===== config.mk =====
export PLATFORM = sky130hd
export DESIGN_NAME = vid_tpg_top
export DESIGN_NICKNAME = d
export VERILOG_FILES = /design/src/design/vid_pkg.sv /design/src/design/vid_pattern_gen.sv /design/src/design/vid_timing_cfg.sv /design/src/design/vid_timing_gen.sv /design/src/design/vid_tpg_top.sv
export SDC_FILE = /design/constraint.sdc
export NUM_CORES = 1
export LEC_CHECK = 0
export ABC_AREA = 1
export BUFFER_PORTS_ARGS = -buffer_cell sky130_fd_sc_hd__buf_2
export CORE_MARGIN = 2
export CORE_UTILIZATION = 45
export DETAILED_ROUTE_END_ITERATION = 6
export GPL_TIMING_DRIVEN = 0
export PLACE_DENSITY = 0.67
export SYNTH_ARGS = -nofsm -noshare
export SYNTH_HDL_FRONTEND = slang
export SYNTH_SLANG_ARGS = --single-unit

===== constraint.sdc =====
create_clock -name vid_clk_in -period 2.3 [get_ports vid_clk_in]
set_input_delay 0.46 -clock vid_clk_in [delete_from_list [all_inputs] [get_ports vid_clk_in]]
set_output_delay 0.46 -clock vid_clk_in [all_outputs]
set_load 0.1 [all_outputs]

===== src/design/vid_pkg.sv =====
package vid_pkg;

	// ----------------------------------------------------------------------
	// widths
	// ----------------------------------------------------------------------

	// width of every pixel and line counter and of each geometry word
	parameter int vid_cnt_w = 16;

	// ----------------------------------------------------------------------
	// geometry as given at the top level
	// ----------------------------------------------------------------------

	// horizontal fields in pixel clocks, vertical fields in lines
	typedef struct packed {
		logic [vid_cnt_w-1:0] hpixel;
		logic [vid_cnt_w-1:0] hfporch;
		logic [vid_cnt_w-1:0] hbporch;
		logic [vid_cnt_w-1:0] hpwidth;
		logic [vid_cnt_w-1:0] vpixel;
		logic [vid_cnt_w-1:0] vfporch;
		logic [vid_cnt_w-1:0] vbporch;
		logic [vid_cnt_w-1:0] vpwidth;
	} vid_geom_t;

	// ----------------------------------------------------------------------
	// derived compare values
	// ----------------------------------------------------------------------

	// all values are 1-based counter positions
	typedef struct packed {
		logic [vid_cnt_w-1:0] h_total;
		logic [vid_cnt_w-1:0] v_total;
		// first and last pixel of the active window
		logic [vid_cnt_w-1:0] h_de_first;
		logic [vid_cnt_w-1:0] h_de_last;
		// first and last active line
		logic [vid_cnt_w-1:0] v_de_first;
		logic [vid_cnt_w-1:0] v_de_last;
		// last counter value with sync high
		logic [vid_cnt_w-1:0] h_sync_end;
		logic [vid_cnt_w-1:0] v_sync_end;
	} vid_limits_t;

	// ----------------------------------------------------------------------
	// video stream
	// ----------------------------------------------------------------------

	// sync bundle with active pixel and line numbers
	typedef struct packed {
		logic                 hs;
		logic                 vs;
		logic                 de;
		logic [vid_cnt_w-1:0] h_cnt;
		logic [vid_cnt_w-1:0] v_cnt;
	} vid_sync_t;

	// 24-bit rgb pixel
	typedef struct packed {
		logic [7:0] r;
		logic [7:0] g;
		logic [7:0] b;
	} vid_rgb_t;

	// test pattern select
	typedef enum logic [1:0] {
		pat_bars  = 2'd0,
		pat_ramp  = 2'd1,
		pat_check = 2'd2,
		pat_solid = 2'd3
	} vid_pattern_e;

endpackage


===== src/design/vid_pattern_gen.sv =====
`timescale 1ns/1ps

module vid_pattern_gen #(
	parameter int bar_shift   = 1,
	parameter int check_shift = 2
) (
	input  logic                  vid_clk_in,
	input  logic                  reset_logic_n,
	input  vid_pkg::vid_sync_t    timing_in,
	input  vid_pkg::vid_pattern_e pattern_sel,
	input  vid_pkg::vid_rgb_t     solid_rgb,
	output vid_pkg::vid_sync_t    timing_out,
	output vid_pkg::vid_rgb_t     pixel
);
	import vid_pkg::*;

	// pattern in use for the current frame
	vid_pattern_e         pat_q;
	// previous vs for edge detect
	logic                 vs_q;
	// zero-based active position
	logic [vid_cnt_w-1:0] h_zero;
	logic [vid_cnt_w-1:0] v_zero;
	// pixel position scaled to bar width
	logic [vid_cnt_w-1:0] bar_pos;
	logic [2:0]           bar_idx;
	logic                 check_on;
	vid_rgb_t             pix_next;

	// ----------------------------------------------------------------------
	// frame aligned pattern select
	// ----------------------------------------------------------------------

	always_ff @(posedge vid_clk_in or negedge reset_logic_n)
	begin
		if (!reset_logic_n)
		begin
			vs_q  <= 1'b0;
			pat_q <= pat_bars;
		end
		else
		begin
			vs_q <= timing_in.vs;
			// take the new select at frame start only
			if (timing_in.vs && !vs_q)
				pat_q <= pattern_sel;
		end
	end

	// ----------------------------------------------------------------------
	// pixel formation
	// ----------------------------------------------------------------------

	assign h_zero   = timing_in.h_cnt - vid_cnt_w'(1);
	assign v_zero   = timing_in.v_cnt - vid_cnt_w'(1);
	assign bar_pos  = h_zero >> bar_shift;
	// eight bars repeat across the line
	assign bar_idx  = bar_pos[2:0];
	assign check_on = h_zero[check_shift] ^ v_zero[check_shift];

	always_comb
	begin
		case (pat_q)
			pat_bars:
			begin
				// r g b taken from index bits 2 1 0
				pix_next.r = {8{bar_idx[2]}};
				pix_next.g = {8{bar_idx[1]}};
				pix_next.b = {8{bar_idx[0]}};
			end
			pat_ramp:
			begin
				// gray level follows the pixel position
				pix_next.r = h_zero[7:0];
				pix_next.g = h_zero[7:0];
				pix_next.b = h_zero[7:0];
			end
			pat_check:
				pix_next = check_on ? '1 : '0;
			default:
				pix_next = solid_rgb;
		endcase
	end

	// ----------------------------------------------------------------------
	// output register
	// ----------------------------------------------------------------------

	// sync bundle delayed by one to stay with its pixel
	always_ff @(posedge vid_clk_in or negedge reset_logic_n)
	begin
		if (!reset_logic_n)
		begin
			timing_out <= '0;
			pixel      <= '0;
		end
		else
		begin
			timing_out <= timing_in;
			// black outside the active window
			pixel      <= timing_in.de ? pix_next : '0;
		end
	end

endmodule


===== src/design/vid_timing_cfg.sv =====
`timescale 1ns/1ps

module vid_timing_cfg (
	input  logic                 vid_clk_in,
	input  logic                 reset_logic_n,
	input  vid_pkg::vid_geom_t   geom,
	output vid_pkg::vid_limits_t limits,
	output logic                 cfg_ok
);
	import vid_pkg::*;

	// ----------------------------------------------------------------------
	// first adder level
	// ----------------------------------------------------------------------

	// registered copy of the geometry
	vid_geom_t            geom_q;
	// sync plus back porch
	logic [vid_cnt_w-1:0] h_lead_sum;
	logic [vid_cnt_w-1:0] v_lead_sum;
	// active plus front porch
	logic [vid_cnt_w-1:0] h_tail_sum;
	logic [vid_cnt_w-1:0] v_tail_sum;
	// set when any field is zero
	logic                 geom_zero;

	always_ff @(posedge vid_clk_in)
	begin
		geom_q     <= geom;
		h_lead_sum <= geom.hpwidth + geom.hbporch;
		v_lead_sum <= geom.vpwidth + geom.vbporch;
		h_tail_sum <= geom.hpixel + geom.hfporch;
		v_tail_sum <= geom.vpixel + geom.vfporch;
	end

	// zero field check
	always_ff @(posedge vid_clk_in or negedge reset_logic_n)
	begin
		if (!reset_logic_n)
			geom_zero <= 1'b1;
		else
			geom_zero <= (geom.hpixel == '0) || (geom.hfporch == '0) ||
				(geom.hbporch == '0) || (geom.hpwidth == '0) ||
				(geom.vpixel == '0) || (geom.vfporch == '0) ||
				(geom.vbporch == '0) || (geom.vpwidth == '0);
	end

	// ----------------------------------------------------------------------
	// second adder level
	// ----------------------------------------------------------------------

	always_ff @(posedge vid_clk_in)
	begin
		// full line and full frame
		limits.h_total    <= h_lead_sum + h_tail_sum;
		limits.v_total    <= v_lead_sum + v_tail_sum;
		// active window starts right after the back porch
		limits.h_de_first <= h_lead_sum + vid_cnt_w'(1);
		limits.h_de_last  <= h_lead_sum + geom_q.hpixel;
		limits.v_de_first <= v_lead_sum + vid_cnt_w'(1);
		limits.v_de_last  <= v_lead_sum + geom_q.vpixel;
		// sync starts at count 1
		limits.h_sync_end <= geom_q.hpwidth;
		limits.v_sync_end <= geom_q.vpwidth;
	end

	// valid flag lines up with the limits
	always_ff @(posedge vid_clk_in or negedge reset_logic_n)
	begin
		if (!reset_logic_n)
			cfg_ok <= 1'b0;
		else
			cfg_ok <= !geom_zero;
	end

endmodule


===== src/design/vid_timing_gen.sv =====
`timescale 1ns/1ps

module vid_timing_gen (
	input  logic                 vid_clk_in,
	input  logic                 reset_logic_n,
	input  vid_pkg::vid_limits_t limits,
	input  logic                 cfg_ok,
	output vid_pkg::vid_sync_t   timing
);
	import vid_pkg::*;

	// pixel position within the line, 1 to h_total
	logic [vid_cnt_w-1:0] h_pos;
	// line position within the frame, 1 to v_total
	logic [vid_cnt_w-1:0] v_pos;
	// last pixel of the line
	logic                 line_end;
	// inside the active window
	logic                 h_active;
	logic                 v_active;
	// sync generation and two delay stages
	vid_sync_t            sync_gen;
	vid_sync_t            sync_dly1;
	vid_sync_t            sync_dly2;

	assign line_end = (h_pos >= limits.h_total);
	assign h_active = (h_pos >= limits.h_de_first) && (h_pos <= limits.h_de_last);
	assign v_active = (v_pos >= limits.v_de_first) && (v_pos <= limits.v_de_last);

	// ----------------------------------------------------------------------
	// pixel counter
	// ----------------------------------------------------------------------

	always_ff @(posedge vid_clk_in or negedge reset_logic_n)
	begin
		if (!reset_logic_n)
			h_pos <= vid_cnt_w'(1);
		else if (!cfg_ok)
			h_pos <= vid_cnt_w'(1);
		else if (line_end)
			h_pos <= vid_cnt_w'(1);
		else
			h_pos <= h_pos + vid_cnt_w'(1);
	end

	// ----------------------------------------------------------------------
	// line counter
	// ----------------------------------------------------------------------

	// new line number shows up together with pixel 1
	always_ff @(posedge vid_clk_in or negedge reset_logic_n)
	begin
		if (!reset_logic_n)
			v_pos <= vid_cnt_w'(1);
		else if (!cfg_ok)
			v_pos <= vid_cnt_w'(1);
		else if (line_end)
		begin
			if (v_pos >= limits.v_total)
				v_pos <= vid_cnt_w'(1);
			else
				v_pos <= v_pos + vid_cnt_w'(1);
		end
	end

	// ----------------------------------------------------------------------
	// sync, de and active counts
	// ----------------------------------------------------------------------

	always_ff @(posedge vid_clk_in or negedge reset_logic_n)
	begin
		if (!reset_logic_n)
			sync_gen <= '0;
		else if (!cfg_ok)
			sync_gen <= '0;
		else
		begin
			// hs from pixel 1 up to the sync width
			sync_gen.hs <= (h_pos <= limits.h_sync_end);
			// vs covers whole lines from line 1
			sync_gen.vs <= (v_pos <= limits.v_sync_end);
			sync_gen.de <= h_active && v_active;
			if (h_active && v_active)
			begin
				// renumber from 1 inside the window
				sync_gen.h_cnt <= h_pos - limits.h_de_first + vid_cnt_w'(1);
				sync_gen.v_cnt <= v_pos - limits.v_de_first + vid_cnt_w'(1);
			end
			else
			begin
				sync_gen.h_cnt <= '0;
				sync_gen.v_cnt <= '0;
			end
		end
	end

	// ----------------------------------------------------------------------
	// output delay
	// ----------------------------------------------------------------------

	// two stages, whole bundle moves together
	always_ff @(posedge vid_clk_in or negedge reset_logic_n)
	begin
		if (!reset_logic_n)
		begin
			sync_dly1 <= '0;
			sync_dly2 <= '0;
		end
		else
		begin
			sync_dly1 <= sync_gen;
			sync_dly2 <= sync_dly1;
		end
	end

	assign timing = sync_dly2;

endmodule


===== src/design/vid_tpg_top.sv =====
`timescale 1ns/1ps

module vid_tpg_top #(
	parameter int bar_shift   = 1,
	parameter int check_shift = 2
) (
	input  logic                  vid_clk_in,
	input  logic                  reset_logic_n,
	input  vid_pkg::vid_geom_t    geom,
	input  vid_pkg::vid_pattern_e pattern_sel,
	input  vid_pkg::vid_rgb_t     solid_rgb,
	output vid_pkg::vid_sync_t    sync_out,
	output vid_pkg::vid_rgb_t     pixel_out
);
	import vid_pkg::*;

	// ----------------------------------------------------------------------
	// stage links
	// ----------------------------------------------------------------------

	// compare values and geometry valid flag
	vid_limits_t limits;
	logic        cfg_ok;
	// raw timing ahead of the pattern stage
	vid_sync_t   timing;

	// porch sums and zero field check
	vid_timing_cfg u_timing_cfg (
		.vid_clk_in    (vid_clk_in),
		.reset_logic_n (reset_logic_n),
		.geom          (geom),
		.limits        (limits),
		.cfg_ok        (cfg_ok)
	);

	// counters and sync generation
	vid_timing_gen u_timing_gen (
		.vid_clk_in    (vid_clk_in),
		.reset_logic_n (reset_logic_n),
		.limits        (limits),
		.cfg_ok        (cfg_ok),
		.timing        (timing)
	);

	// rgb from active counts
	vid_pattern_gen #(
		.bar_shift   (bar_shift),
		.check_shift (check_shift)
	) u_pattern_gen (
		.vid_clk_in    (vid_clk_in),
		.reset_logic_n (reset_logic_n),
		.timing_in     (timing),
		.pattern_sel   (pattern_sel),
		.solid_rgb     (solid_rgb),
		.timing_out    (sync_out),
		.pixel         (pixel_out)
	);

endmodule


==> flow_summary.ini, run 1 <==
[final_layout]
multiInputGateArea_mm2 = 0.0124
syn_to_final_growth_pct = 19.0
fin_area_mm2 = 0.0282
layout-drive-gt1-share = 0.177
fin_nets = 3448
fillers = 4711
ff_latch_area_mm2 = 0.0102

[critical_path]
worstSetupPathType = flip-flop to flip-flop
start_kind = flip-flop
startpoint = u_timing_gen.h_pos[12]$_DFF_PN0_
r2r_cells = 10
r2r_slack_ns = 0.04
path_max_fanout = 6
required_ns = 2.76
timing.rr.start = u_timing_gen.h_pos[12]$_DFF_PN0_
crit_path_end_kind = flip-flop
crit_path_end = u_timing_gen.sync_gen[3]$_DFF_PN0_
arrival_ns = 2.72
r2r-end = u_timing_gen.sync_gen[3]$_DFF_PN0_

[yosys]
synth_edf_count = 0
synthArstFlopShare = 0.439
synthesis.area_mm2 = 0.0237
yosysWarnings = 0
avgSynthCellArea_um2 = 8.90
yosysSeqAreaShare = 0.428
ys.flop_type = dfxtp_1
synth_top_area_share = 0.216
syn-num-nets = 3124
synth_area_leaders = dfxtp_1, dfrtp_1, ha_1, nand2_1, inv_1
ys_seq_elements = 456
synth_commonest_cells = nand2_1, inv_1, ha_1, dfxtp_1, nor2_1
yosys.area.top_type = dfxtp_1
ys_types = 49
yosysMostFrequentCell = nand2_1
netlist_instances = 2659

[global_route]
grt.total_usage = 0.221
grt-ovfl-total = 0
grt_pass1_vias = 18300
grt_pass1_wl_um = 94600
grt_max_degree = 116
antenna_found_initial = 2

[floorplanning]
die_y_um = 233
die_w_um = 233
die-area_mm2 = 0.0545
num_rows = 84
core-area_mm2 = 0.0522
start_util = 0.453
num_io_pins = 215

[drt]
drt-met1-wl_um = 27700
drt_iter0_drc = 931
wl_met2_um = 28400
vias_per_cell = 5.04
firstDrtPassIters = 4
drc_errors = 0
via_count = 18700
drt.antenna.violating_nets = 0
wl_um = 60900
top_layer = met4
wire_per_inst_um = 16.4
wl_met3_um = 3180

[sta]
finClkSkew_ns = 0.0191
rsz0062_at_grt = true
hold_viol = 0
post-route-period-util = 0.983
slew_violations = 0
worst_slew_pin_slew_ns = 0.852
fmax_ghz = 0.442
min_period_ns = 2.26
relSlewSlack = 0.427
setup_viol = 0

[run_status]
status = finished, final reports clean

[clock_tree]
path_clk_slew_ns = 0.06
clockBufferDepth = 3
cts_tree = yes
cts_sinks = 456
cts_root_buf = clkbuf_16
clk_latency_ns = 0.58
htreeDepth = 2
numCtsBuffers = 46

[placed_design]
post-dp-hpwl_um = 47000
place_area_mm2 = 0.0256
gp_congestion = 0.928
portBuffers = 214

[power]
ir_drop_v = 0.000496
p_per_area_mw_per_mm2 = 927
power_w = 0.0261
p_leak_nw = 14.7

[flow_run]
drv_cap = 0

[hold_path]
hold_class = input pin to flip-flop
layer usage:
layer | track usage | vias up
met5 | 0 | -
met3 | 0.0353 | 99
met4 | 0.0758 | 0
met1 | 0.290 | 8732
li1 | - | 9384
met2 | 0.370 | 477
worst min path at each step:
stage	startpoint	end	slack (ns)	depth (start not counted)
2_1_floorplan	reset_logic_n	u_pattern_gen.pat_q[0]$_DFFE_PN0P_	0.16	0
3_3_place_gp	u_timing_cfg.geom_q[15]$_DFF_P_	u_timing_cfg.limits[15]$_DFF_P_	0.31	0
3_5_place_dp	u_timing_cfg.geom_q[15]$_DFF_P_	u_timing_cfg.limits[15]$_DFF_P_	0.31	0
4_1_cts	geom[114]	u_timing_cfg.geom_q[114]$_DFF_P_	0.00003	1
5_1_grt	geom[114]	u_timing_cfg.geom_q[114]$_DFF_P_	0.006	1
6_report	geom[114]	u_timing_cfg.geom_q[114]$_DFF_P_	0.03	1
metrics by stage:
| step | setup slack, ns | setup TNS, ns | utilization | cells | hold slack [ns] |
|---|---|---|---|---|---|
| global route | -0.0477 | -0.461 | 0.539 | 3709 | 0.00589 |
| CTS | -0.00704 | -0.00704 | 0.525 | 3666 | 0.0000341 |
| detailed placement | -0.329 | -11.60 | 0.491 | 3562 | 0.312 |
| finish | 0.0383 | 0 | 0.539 | 3710 | 0.0284 |
| global placement | -2.40 | -477.57 | 0.490 | 3561 | 0.312 |
| floorplan | 0.0711 | 0 | - | 2659 | 0.164 |
state kept, by name, summed over array words and instances (netlist names), 24 cells and up:
signal,cells
u_pattern_gen.pixel,24
u_pattern_gen.timing_out,34
u_timing_gen.sync_dly1,35
u_timing_cfg.limits,128
u_timing_gen.sync_gen,35
u_timing_gen.timing,35
u_timing_cfg.geom_q,64
power breakdown:
part / internal (W) / leakage (nW) / switching, W
registers: 0.00910 / 4.84 / 0.000786
logic: 0.00348 / 9.17 / 0.00529
clock network: 0.00431 / 0.735 / 0.00315
total: 0.0169 / 14.7 / 0.00923
cell usage in the layout, fill, tap and decap left out, types with 6 or more instances in the layout:
cell	count
dfxtp_1	253
nor3_2	9
nand3_2	9
a21oi_2	12
nor2_4	22
nor2_1	220
o21ai_2	6
o21ai_0	88
ha_4	12
o21ai_1	53
nand2_1	390
xor2_1	111
nand3_1	82
clkinvlp_4	7
fa_1	15
a21o_1	29
inv_1	373
nor4_1	34
a21oi_1	196
buf_2	213
nor3_1	28
o21a_1	7
buf_4	59
fa_2	9
dfrtp_1	168
nand2_2	12
clkbuf_8	6
inv_2	12
clkbuf_1	12
xnor2_1	55
nand4_1	51
nand3b_1	13
ha_1	272
dfrtp_2	29
clkinv_2	6
nor2_2	16
clkbuf_16	49
cell type report:
class / instances / share of cell area
flip-flops and latches: 456 / 0.361
plain buffers: 13 / 0.00382
clock buffers: 60 / 0.0456
diodes: 3 / 0.000266
repair buffers: 277 / 0.0581
well taps: 688 / 0.0306
inverters: 387 / 0.0518
multi-input cells: 1802 / 0.440
clock inverters: 24 / 0.00853
what timing repair did:
item,in CTS,in global routing
buffers inserted,17,40
setup endpoints to repair,66,59
hold buffers,3,0
gates resized for setup,35,97
pin swaps,3,23
endpoints found under the hold margin,87,0
gates cloned,0,2
critical path, stage by stage (launching register included):
cell	delay, ns
dfrtp_2	0.48
ha_1	0.26
fa_2	0.39
a31o_2	0.21
nor2_2	0.15
nand2_2	0.10
nand2_4	0.09
nor2_8	0.04
nand3_4	0.19
clkbuf_16	0.21
nor2_4	0.03
kinds of logic after synthesis:
| logic type | after synthesis | synth area share |
|---|---|---|
| compound gates | 426 | 0.0997 |
| simple gates | 897 | 0.173 |
| fa+ha+maj | 309 | 0.171 |
| flops | 456 | 0.428 |
| mux | 1 | 0.000476 |
| xor+xnor | 169 | 0.0625 |
| buf+inv | 401 | 0.0655 |
Power figures use the tool's default switching activity.
==> run 2, diff against run 1 <==
- ABC_AREA: 1 -> default
==> run 2 against run 1 <==
Clock skew down 0.0082 ns. The flow now finishes with violations (setup timing). Cell count down 13%. Clock power up 9.8%. Register-to-register slack worse by 0.36 ns. Highest routed layer unchanged. Design area up 0.61%. Sequential share of layout area down 0.10 points. Global-route usage down 0.74 points. Via count down 8.1%. Synthesized cell count down 18%. First-iteration DRC count up 5.7%. Power up 2.4%.
==> flow_summary.ini, run 2 <==
[run_status]
status = finished with violations
violations = setup timing

[drt]
drc_errors = 0
wl_um = 57500
vias_per_cell = 5.31
drt.antenna.violating_nets = 0
via_count = 17200
wire_per_inst_um = 17.8
drt_iter0_drc = 984
firstDrtPassIters = 5

[floorplanning]
die-area_mm2 = 0.0516
num_io_pins = 215
core-area_mm2 = 0.0491
die_w_um = 227
num_rows = 81
start_util = 0.457
die_y_um = 227

[critical_path]
worstSetupPathType = flip-flop to flip-flop
start_kind = flip-flop
r2r-end = u_timing_gen.sync_gen[14]$_DFF_PN0_
crit_chain = ha_4 -> inv_4 -> ha_4 -> a21oi_4 -> o211ai_1 -> o31ai_2 -> o21ai_2 -> or3b_4 -> a31oi_4 -> xor2_1 -> nor2_1
r2r_cells = 11
crit_path_end_kind = flip-flop
path_max_fanout = 4
crit_path_top_delay_cell = dfrtp_2
timing.rr.start = u_timing_gen.v_pos[1]$_DFFE_PN0P_
slowest_delay_ns = 0.47
r2r_slack_ns = -0.32
cpMostUsedCell = ha_4
arrival_ns = 3.07
required_ns = 2.75

[sta]
fmax_ghz = 0.382
rsz0062_at_grt = true
setup_tns_ns = -8.59
hold_viol = 0
setup_ws_ns = -0.321
setup_viol = 58
min_period_ns = 2.62
slew_violations = 0
worst_slew_pin_slew_ns = 0.617
post-route-period-util = 1.14
finClkSkew_ns = 0.0109
relSlewSlack = 0.589
whs_ns = 0.0426

[hold_path]
hp-start = geom[125]
min_to = u_timing_cfg.geom_q[125]$_DFF_P_
hold_class = input pin to flip-flop
worst_hold_path.num_cells = 1

[global_route]
grt_pass1_vias = 16900
grt_max_degree = 120
grt.total_usage = 0.213
antenna_found_initial = 0
grt-ovfl-total = 0
grt_pass1_wl_um = 87000

[final_layout]
fin_cells = 3234
layout-drive-gt1-share = 0.262
fin_area_mm2 = 0.0283
fillers = 4097
largest_reg_flops = 128
layout_commonest_cell = ha_1
n_antenna_cell = 0
syn_to_final_growth_pct = 26.4
layout_common_cells = ha_1, dfxtp_1, buf_2
largest-register = u_timing_cfg.limits
fin_nets = 2998
reg_top3 = u_timing_cfg.limits x128, u_timing_cfg.geom_q x64

[power]
p_leak_nw = 13.5
p_per_area_mw_per_mm2 = 944
ir_drop_v = 0.000543

[placed_design]
portBuffers = 214
post-dp-hpwl_um = 41900
gp_congestion = 0.926
place_area_mm2 = 0.0245
dp_cells = 3056

[yosys]
yosys.area.top_type = dfxtp_1
synth_commonest_cells = ha_1, dfxtp_1, inv_1, dfrtp_1, nor2_1
syn-num-nets = 2642
yosysMostFrequentCell = ha_1
synthArstFlopShare = 0.439
synthesis.area_mm2 = 0.0224
yosysSeqAreaShare = 0.452
synth_area_leaders = dfxtp_1, dfrtp_1, ha_1, xnor2_1, inv_1
synth_top_area_share = 0.229
yosysWarnings = 0
synth_edf_count = 0
ys_seq_elements = 456
avgSynthCellArea_um2 = 10.3
ys_types = 73
netlist_instances = 2177
ys.flop_type = dfxtp_1

[clock_tree]
clockBufferDepth = 3
htreeDepth = 2
cts_root_buf = clkbuf_16
cts_sinks = 456
cts_tree = yes
numCtsBuffers = 48
path_clk_slew_ns = 0.06
clk_latency_ns = 0.57

[flow_run]
drv_cap = 0
run 2: cell types whose count changed after synthesis, moves of 45 or more:
cell     delta
nand2_1   -302
o21ai_1    -45
nor2_1     -60
xnor2_1    +69
inv_1     -179
xor2_1     -67
a21oi_1    -98
run 2: worst max-delay path: cells and delay by family (launching register included):
| family | cells | cell delay, ns |
|---|---|---|
| compound gates | 5 | 0.88 |
| flops | 1 | 0.47 |
| simple gates | 2 | 0.48 |
| fa+ha+maj | 2 | 0.46 |
| buf+inv | 1 | 0.03 |
| xor+xnor | 1 | 0.16 |
run 2: cell type report:
| type | count | area, µm² | share of cell area |
|---|---|---|---|
| Sequential cell | 456 | 10200 | 0.360 |
| Multi-Input combinational cell | 1502 | 12700 | 0.449 |
| Tap cell | 664 | 831 | 0.0293 |
| Clock inverter | 32 | 409 | 0.0144 |
| Timing Repair Buffer | 307 | 1960 | 0.0693 |
| Buffer | 19 | 161 | 0.00569 |
| Clock buffer | 55 | 1290 | 0.0455 |
| Inverter | 199 | 757 | 0.0267 |
run 2: cell families (layout without fill, tap and decap cells):
kind of cell | Yosys count | after routing | share of synthesized area
AO/OA/AOI/OAI | 445 | 445 | 0.134
XOR/XNOR | 171 | 171 | 0.0668
adder cells (fa/ha/maj) | 309 | 309 | 0.180
buffers and inverters | 219 | 612 | 0.0369
flip-flops | 456 | 456 | 0.452
multiplexers | 8 | 8 | 0.00368
AND/OR/NAND/NOR | 569 | 569 | 0.126
run 2: per-layer routing:
metal,up-vias,part of all wire,routed length (µm),track usage
met2,557,0.47,26900,0.358
met3,125,0.053,3060,0.0263
met4,0,0.032,1870,0.0812
li1,8400,-,-,-
met5,-,0,0,0
met1,8087,0.45,25700,0.282
run 2: what timing repair did:
action                                  CTS  global route
pin swaps                                82            71
buffers inserted                         53            34
endpoints found under the setup margin   87            86
gates cloned                              4             3
resized for setup                       181           138
endpoints found under the hold margin    80             0
hold buffers                              1             0
run 2: worst max path at each step:
stage	start	end	slack, ns	cells after the start
after global routing	u_timing_gen.v_pos[1]$_DFFE_PN0P_	u_timing_gen.sync_gen[20]$_DFF_PN0_	-0.42	12
after global placement	reset_logic_n	u_timing_gen.v_pos[4]$_DFFE_PN0P_	-2.78	1
after CTS	u_timing_gen.h_pos[2]$_DFF_PN0_	u_timing_gen.sync_gen[30]$_DFF_PN0_	-0.37	10
after floorplan	u_timing_gen.v_pos[2]$_DFFE_PN0P_	u_timing_gen.sync_gen[14]$_DFF_PN0_	-0.31	10
final	u_timing_gen.v_pos[1]$_DFFE_PN0P_	u_timing_gen.sync_gen[14]$_DFF_PN0_	-0.32	11
after detailed placement	u_timing_gen.v_pos[14]$_DFFE_PN0P_	u_timing_gen.sync_gen[12]$_DFF_PN0_	-1.22	9
run 2: power by group:
group	switching (W)	internal (W)
registers	0.000731	0.00909
clock network	0.00324	0.00495
logic	0.00467	0.00407
run 2: metrics by stage:
stage          power (W)  utilization  setup WS (ns)
2_1_floorplan     0.0150            -         -0.305
3_3_place_gp      0.0166        0.499          -2.78
3_5_place_dp      0.0169        0.499          -1.22
4_1_cts           0.0260        0.559         -0.375
5_1_grt           0.0283        0.578         -0.423
6_report          0.0267        0.578         -0.321
==> run 3, diff against run 2 <==
- SETUP_SLACK_MARGIN: default -> 0.02
- TNS_END_PERCENT: default -> 50
==> run 3 against run 2 <==
The flow still finishes with violations (setup timing). Design area fell by 0.65%. Clock power fell by 5.4%. Sequential cell count did not move. First-iteration DRC count fell by 3.9%. Critical path type unchanged. Largest cell class unchanged.
==> flow_summary.ini, run 3 (same netlist as run 2, synthesis figures left out) <==
[floorplanning]
num_io_pins = 215
core-area_mm2 = 0.0491
die_y_um = 227
die_w_um = 227
num_rows = 81
die-area_mm2 = 0.0516
start_util = 0.457

[sta]
fmax_ghz = 0.373
setup_tns_ns = -8.14
relSlewSlack = 0.481
slew_violations = 0
finClkSkew_ns = 0.0179
setup_viol = 49
setup_ws_ns = -0.383
post-route-period-util = 1.17
hold_viol = 0
worst_slew_pin_slew_ns = 0.771
min_period_ns = 2.68
rsz0062_at_grt = true

[critical_path]
crit_path_end_kind = flip-flop
crit_path_top_delay_cell = fa_1
crit_chain = ha_4 -> fa_1 -> buf_4 -> nor2b_4 -> o31a_1 -> buf_4 -> o21a_1 -> nor2_2 -> o21bai_1 -> a21oi_1 -> xor2_1 -> nor2_1
required_ns = 2.75
start_kind = flip-flop
path_max_fanout = 3
critPathTopFamily = compound AO/OA/AOI/OAI gates
worstSetupPathType = flip-flop to flip-flop
cpMostUsedCell = buf_4
path_buf_inv = 2
slowest_delay_ns = 0.44
arrival_ns = 3.14

[global_route]
grt.total_usage = 0.218
grt_max_degree = 109
antenna_found_initial = 0
grt_pass1_wl_um = 88400
grt-ovfl-total = 0
grt_pass1_vias = 17000

[clock_tree]
htreeDepth = 2
numCtsBuffers = 47
cts_sinks = 456
clk_latency_ns = 0.58
path_clk_slew_ns = 0.06
cts_tree = yes
clockBufferDepth = 3
cts_root_buf = clkbuf_16

[final_layout]
largest_reg_flops = 128
reg_top3 = u_timing_cfg.limits x128, u_timing_cfg.geom_q x64
syn_to_final_growth_pct = 25.6
fin_nets = 2998
final_util = 0.574
largest-register = u_timing_cfg.limits
layout-drive-gt1-share = 0.254
n_antenna_cell = 0
layout_commonest_cell = ha_1
fin_cells = 3234
layout_common_cells = ha_1, dfxtp_1, buf_2

[run_status]
violations = setup timing
status = finished with violations

[power]
power_w = 0.0263
p_per_area_mw_per_mm2 = 933
p_leak_nw = 13.5
ir_drop_v = 0.000543

[hold_path]
hold_class = input pin to flip-flop

[drt]
wire_per_inst_um = 17.7
drc_errors = 0
drt_iter0_drc = 946
wl_um = 57300
drt.antenna.violating_nets = 0
firstDrtPassIters = 5
via_count = 17200
vias_per_cell = 5.31

[placed_design]
place_ws_ns = -0.961
post-dp-hpwl_um = 41800
gp_congestion = 0.893
portBuffers = 214
dp_cells = 3056

[flow_run]
drv_cap = 0
==> run 3: cell count changes in the layout (fill, tap and decap cells not counted), moves of 5 or more <==
cell / change
buf_6: +7
clkbuf_8: +11
dlygate4sd3_1: +5
ha_1: +5
inv_2: +6
clkbuf_1: +6
inv_1: -5
buf_4: -10
ha_4: -5
==> run 3: cell type report <==
type | count | area [µm²]
Buffer | 20 | 183
Clock buffer | 66 | 1370
Clock inverter | 20 | 243
Fill cell | 4128 | 20900
Inverter | 199 | 756
Multi-Input combinational cell | 1502 | 12600
Sequential cell | 456 | 10200
Tap cell | 664 | 831
Timing Repair Buffer | 307 | 1960
==> run 3: layer usage <==
| layer | part of all wire | vias to the layer above | global-route usage |
|---|---|---|---|
| li1 | - | 8387 | - |
| met1 | 0.44 | 8155 | 0.283 |
| met2 | 0.47 | 515 | 0.366 |
| met3 | 0.055 | 123 | 0.0320 |
| met4 | 0.032 | 0 | 0.0841 |
| met5 | 0 | - | 0 |
==> run 3: worst paths after layout <==
check | start | to | slack (ns) | cells after the start
max | u_timing_gen.h_pos[2]$_DFF_PN0_ | u_timing_gen.sync_gen[25]$_DFF_PN0_ | -0.38 | 12
min | geom[64] | u_timing_cfg.geom_q[64]$_DFF_P_ | 0.03 | 1
max reg2reg | u_timing_gen.h_pos[2]$_DFF_PN0_ | u_timing_gen.sync_gen[25]$_DFF_PN0_ | -0.38 | 12
min reg2reg | u_timing_cfg.geom_q[14]$_DFF_P_ | u_timing_cfg.limits[14]$_DFF_P_ | 0.32 | 0
max in group asynchronous | reset_logic_n | u_timing_gen.v_pos[14]$_DFFE_PN0P_ | 0.81 | 3
min in group asynchronous | reset_logic_n | u_pattern_gen.timing_out[26]$_DFF_PN0_ | 0.48 | 2
==> run 3: where the power goes <==
| part | internal, W | switching (W) |
|---|---|---|
| Clock | 0.00462 | 0.00312 |
| Combinational | 0.00402 | 0.00469 |
| Sequential | 0.00909 | 0.000740 |
==> run 3: what timing repair did <==
item,in CTS,in global routing
pin swaps,75,78
endpoints found under the setup margin,93,89
endpoints found under the hold margin,97,0
gates cloned,7,0
resized for setup,192,117
hold buffers,6,0
buffers inserted,59,26
==> run 3: stage by stage <==
| step | cell area, µm² | hold slack [ns] |
|---|---|---|
| 6_report | 28200 | 0.0314 |
| 5_1_grt | 28200 | 0.0206 |
| 4_1_cts | 27500 | 0.000679 |
| 3_5_place_dp | 24500 | 0.312 |
| 3_3_place_gp | 24400 | 0.312 |
| 2_1_floorplan | 22500 | 0.164 |
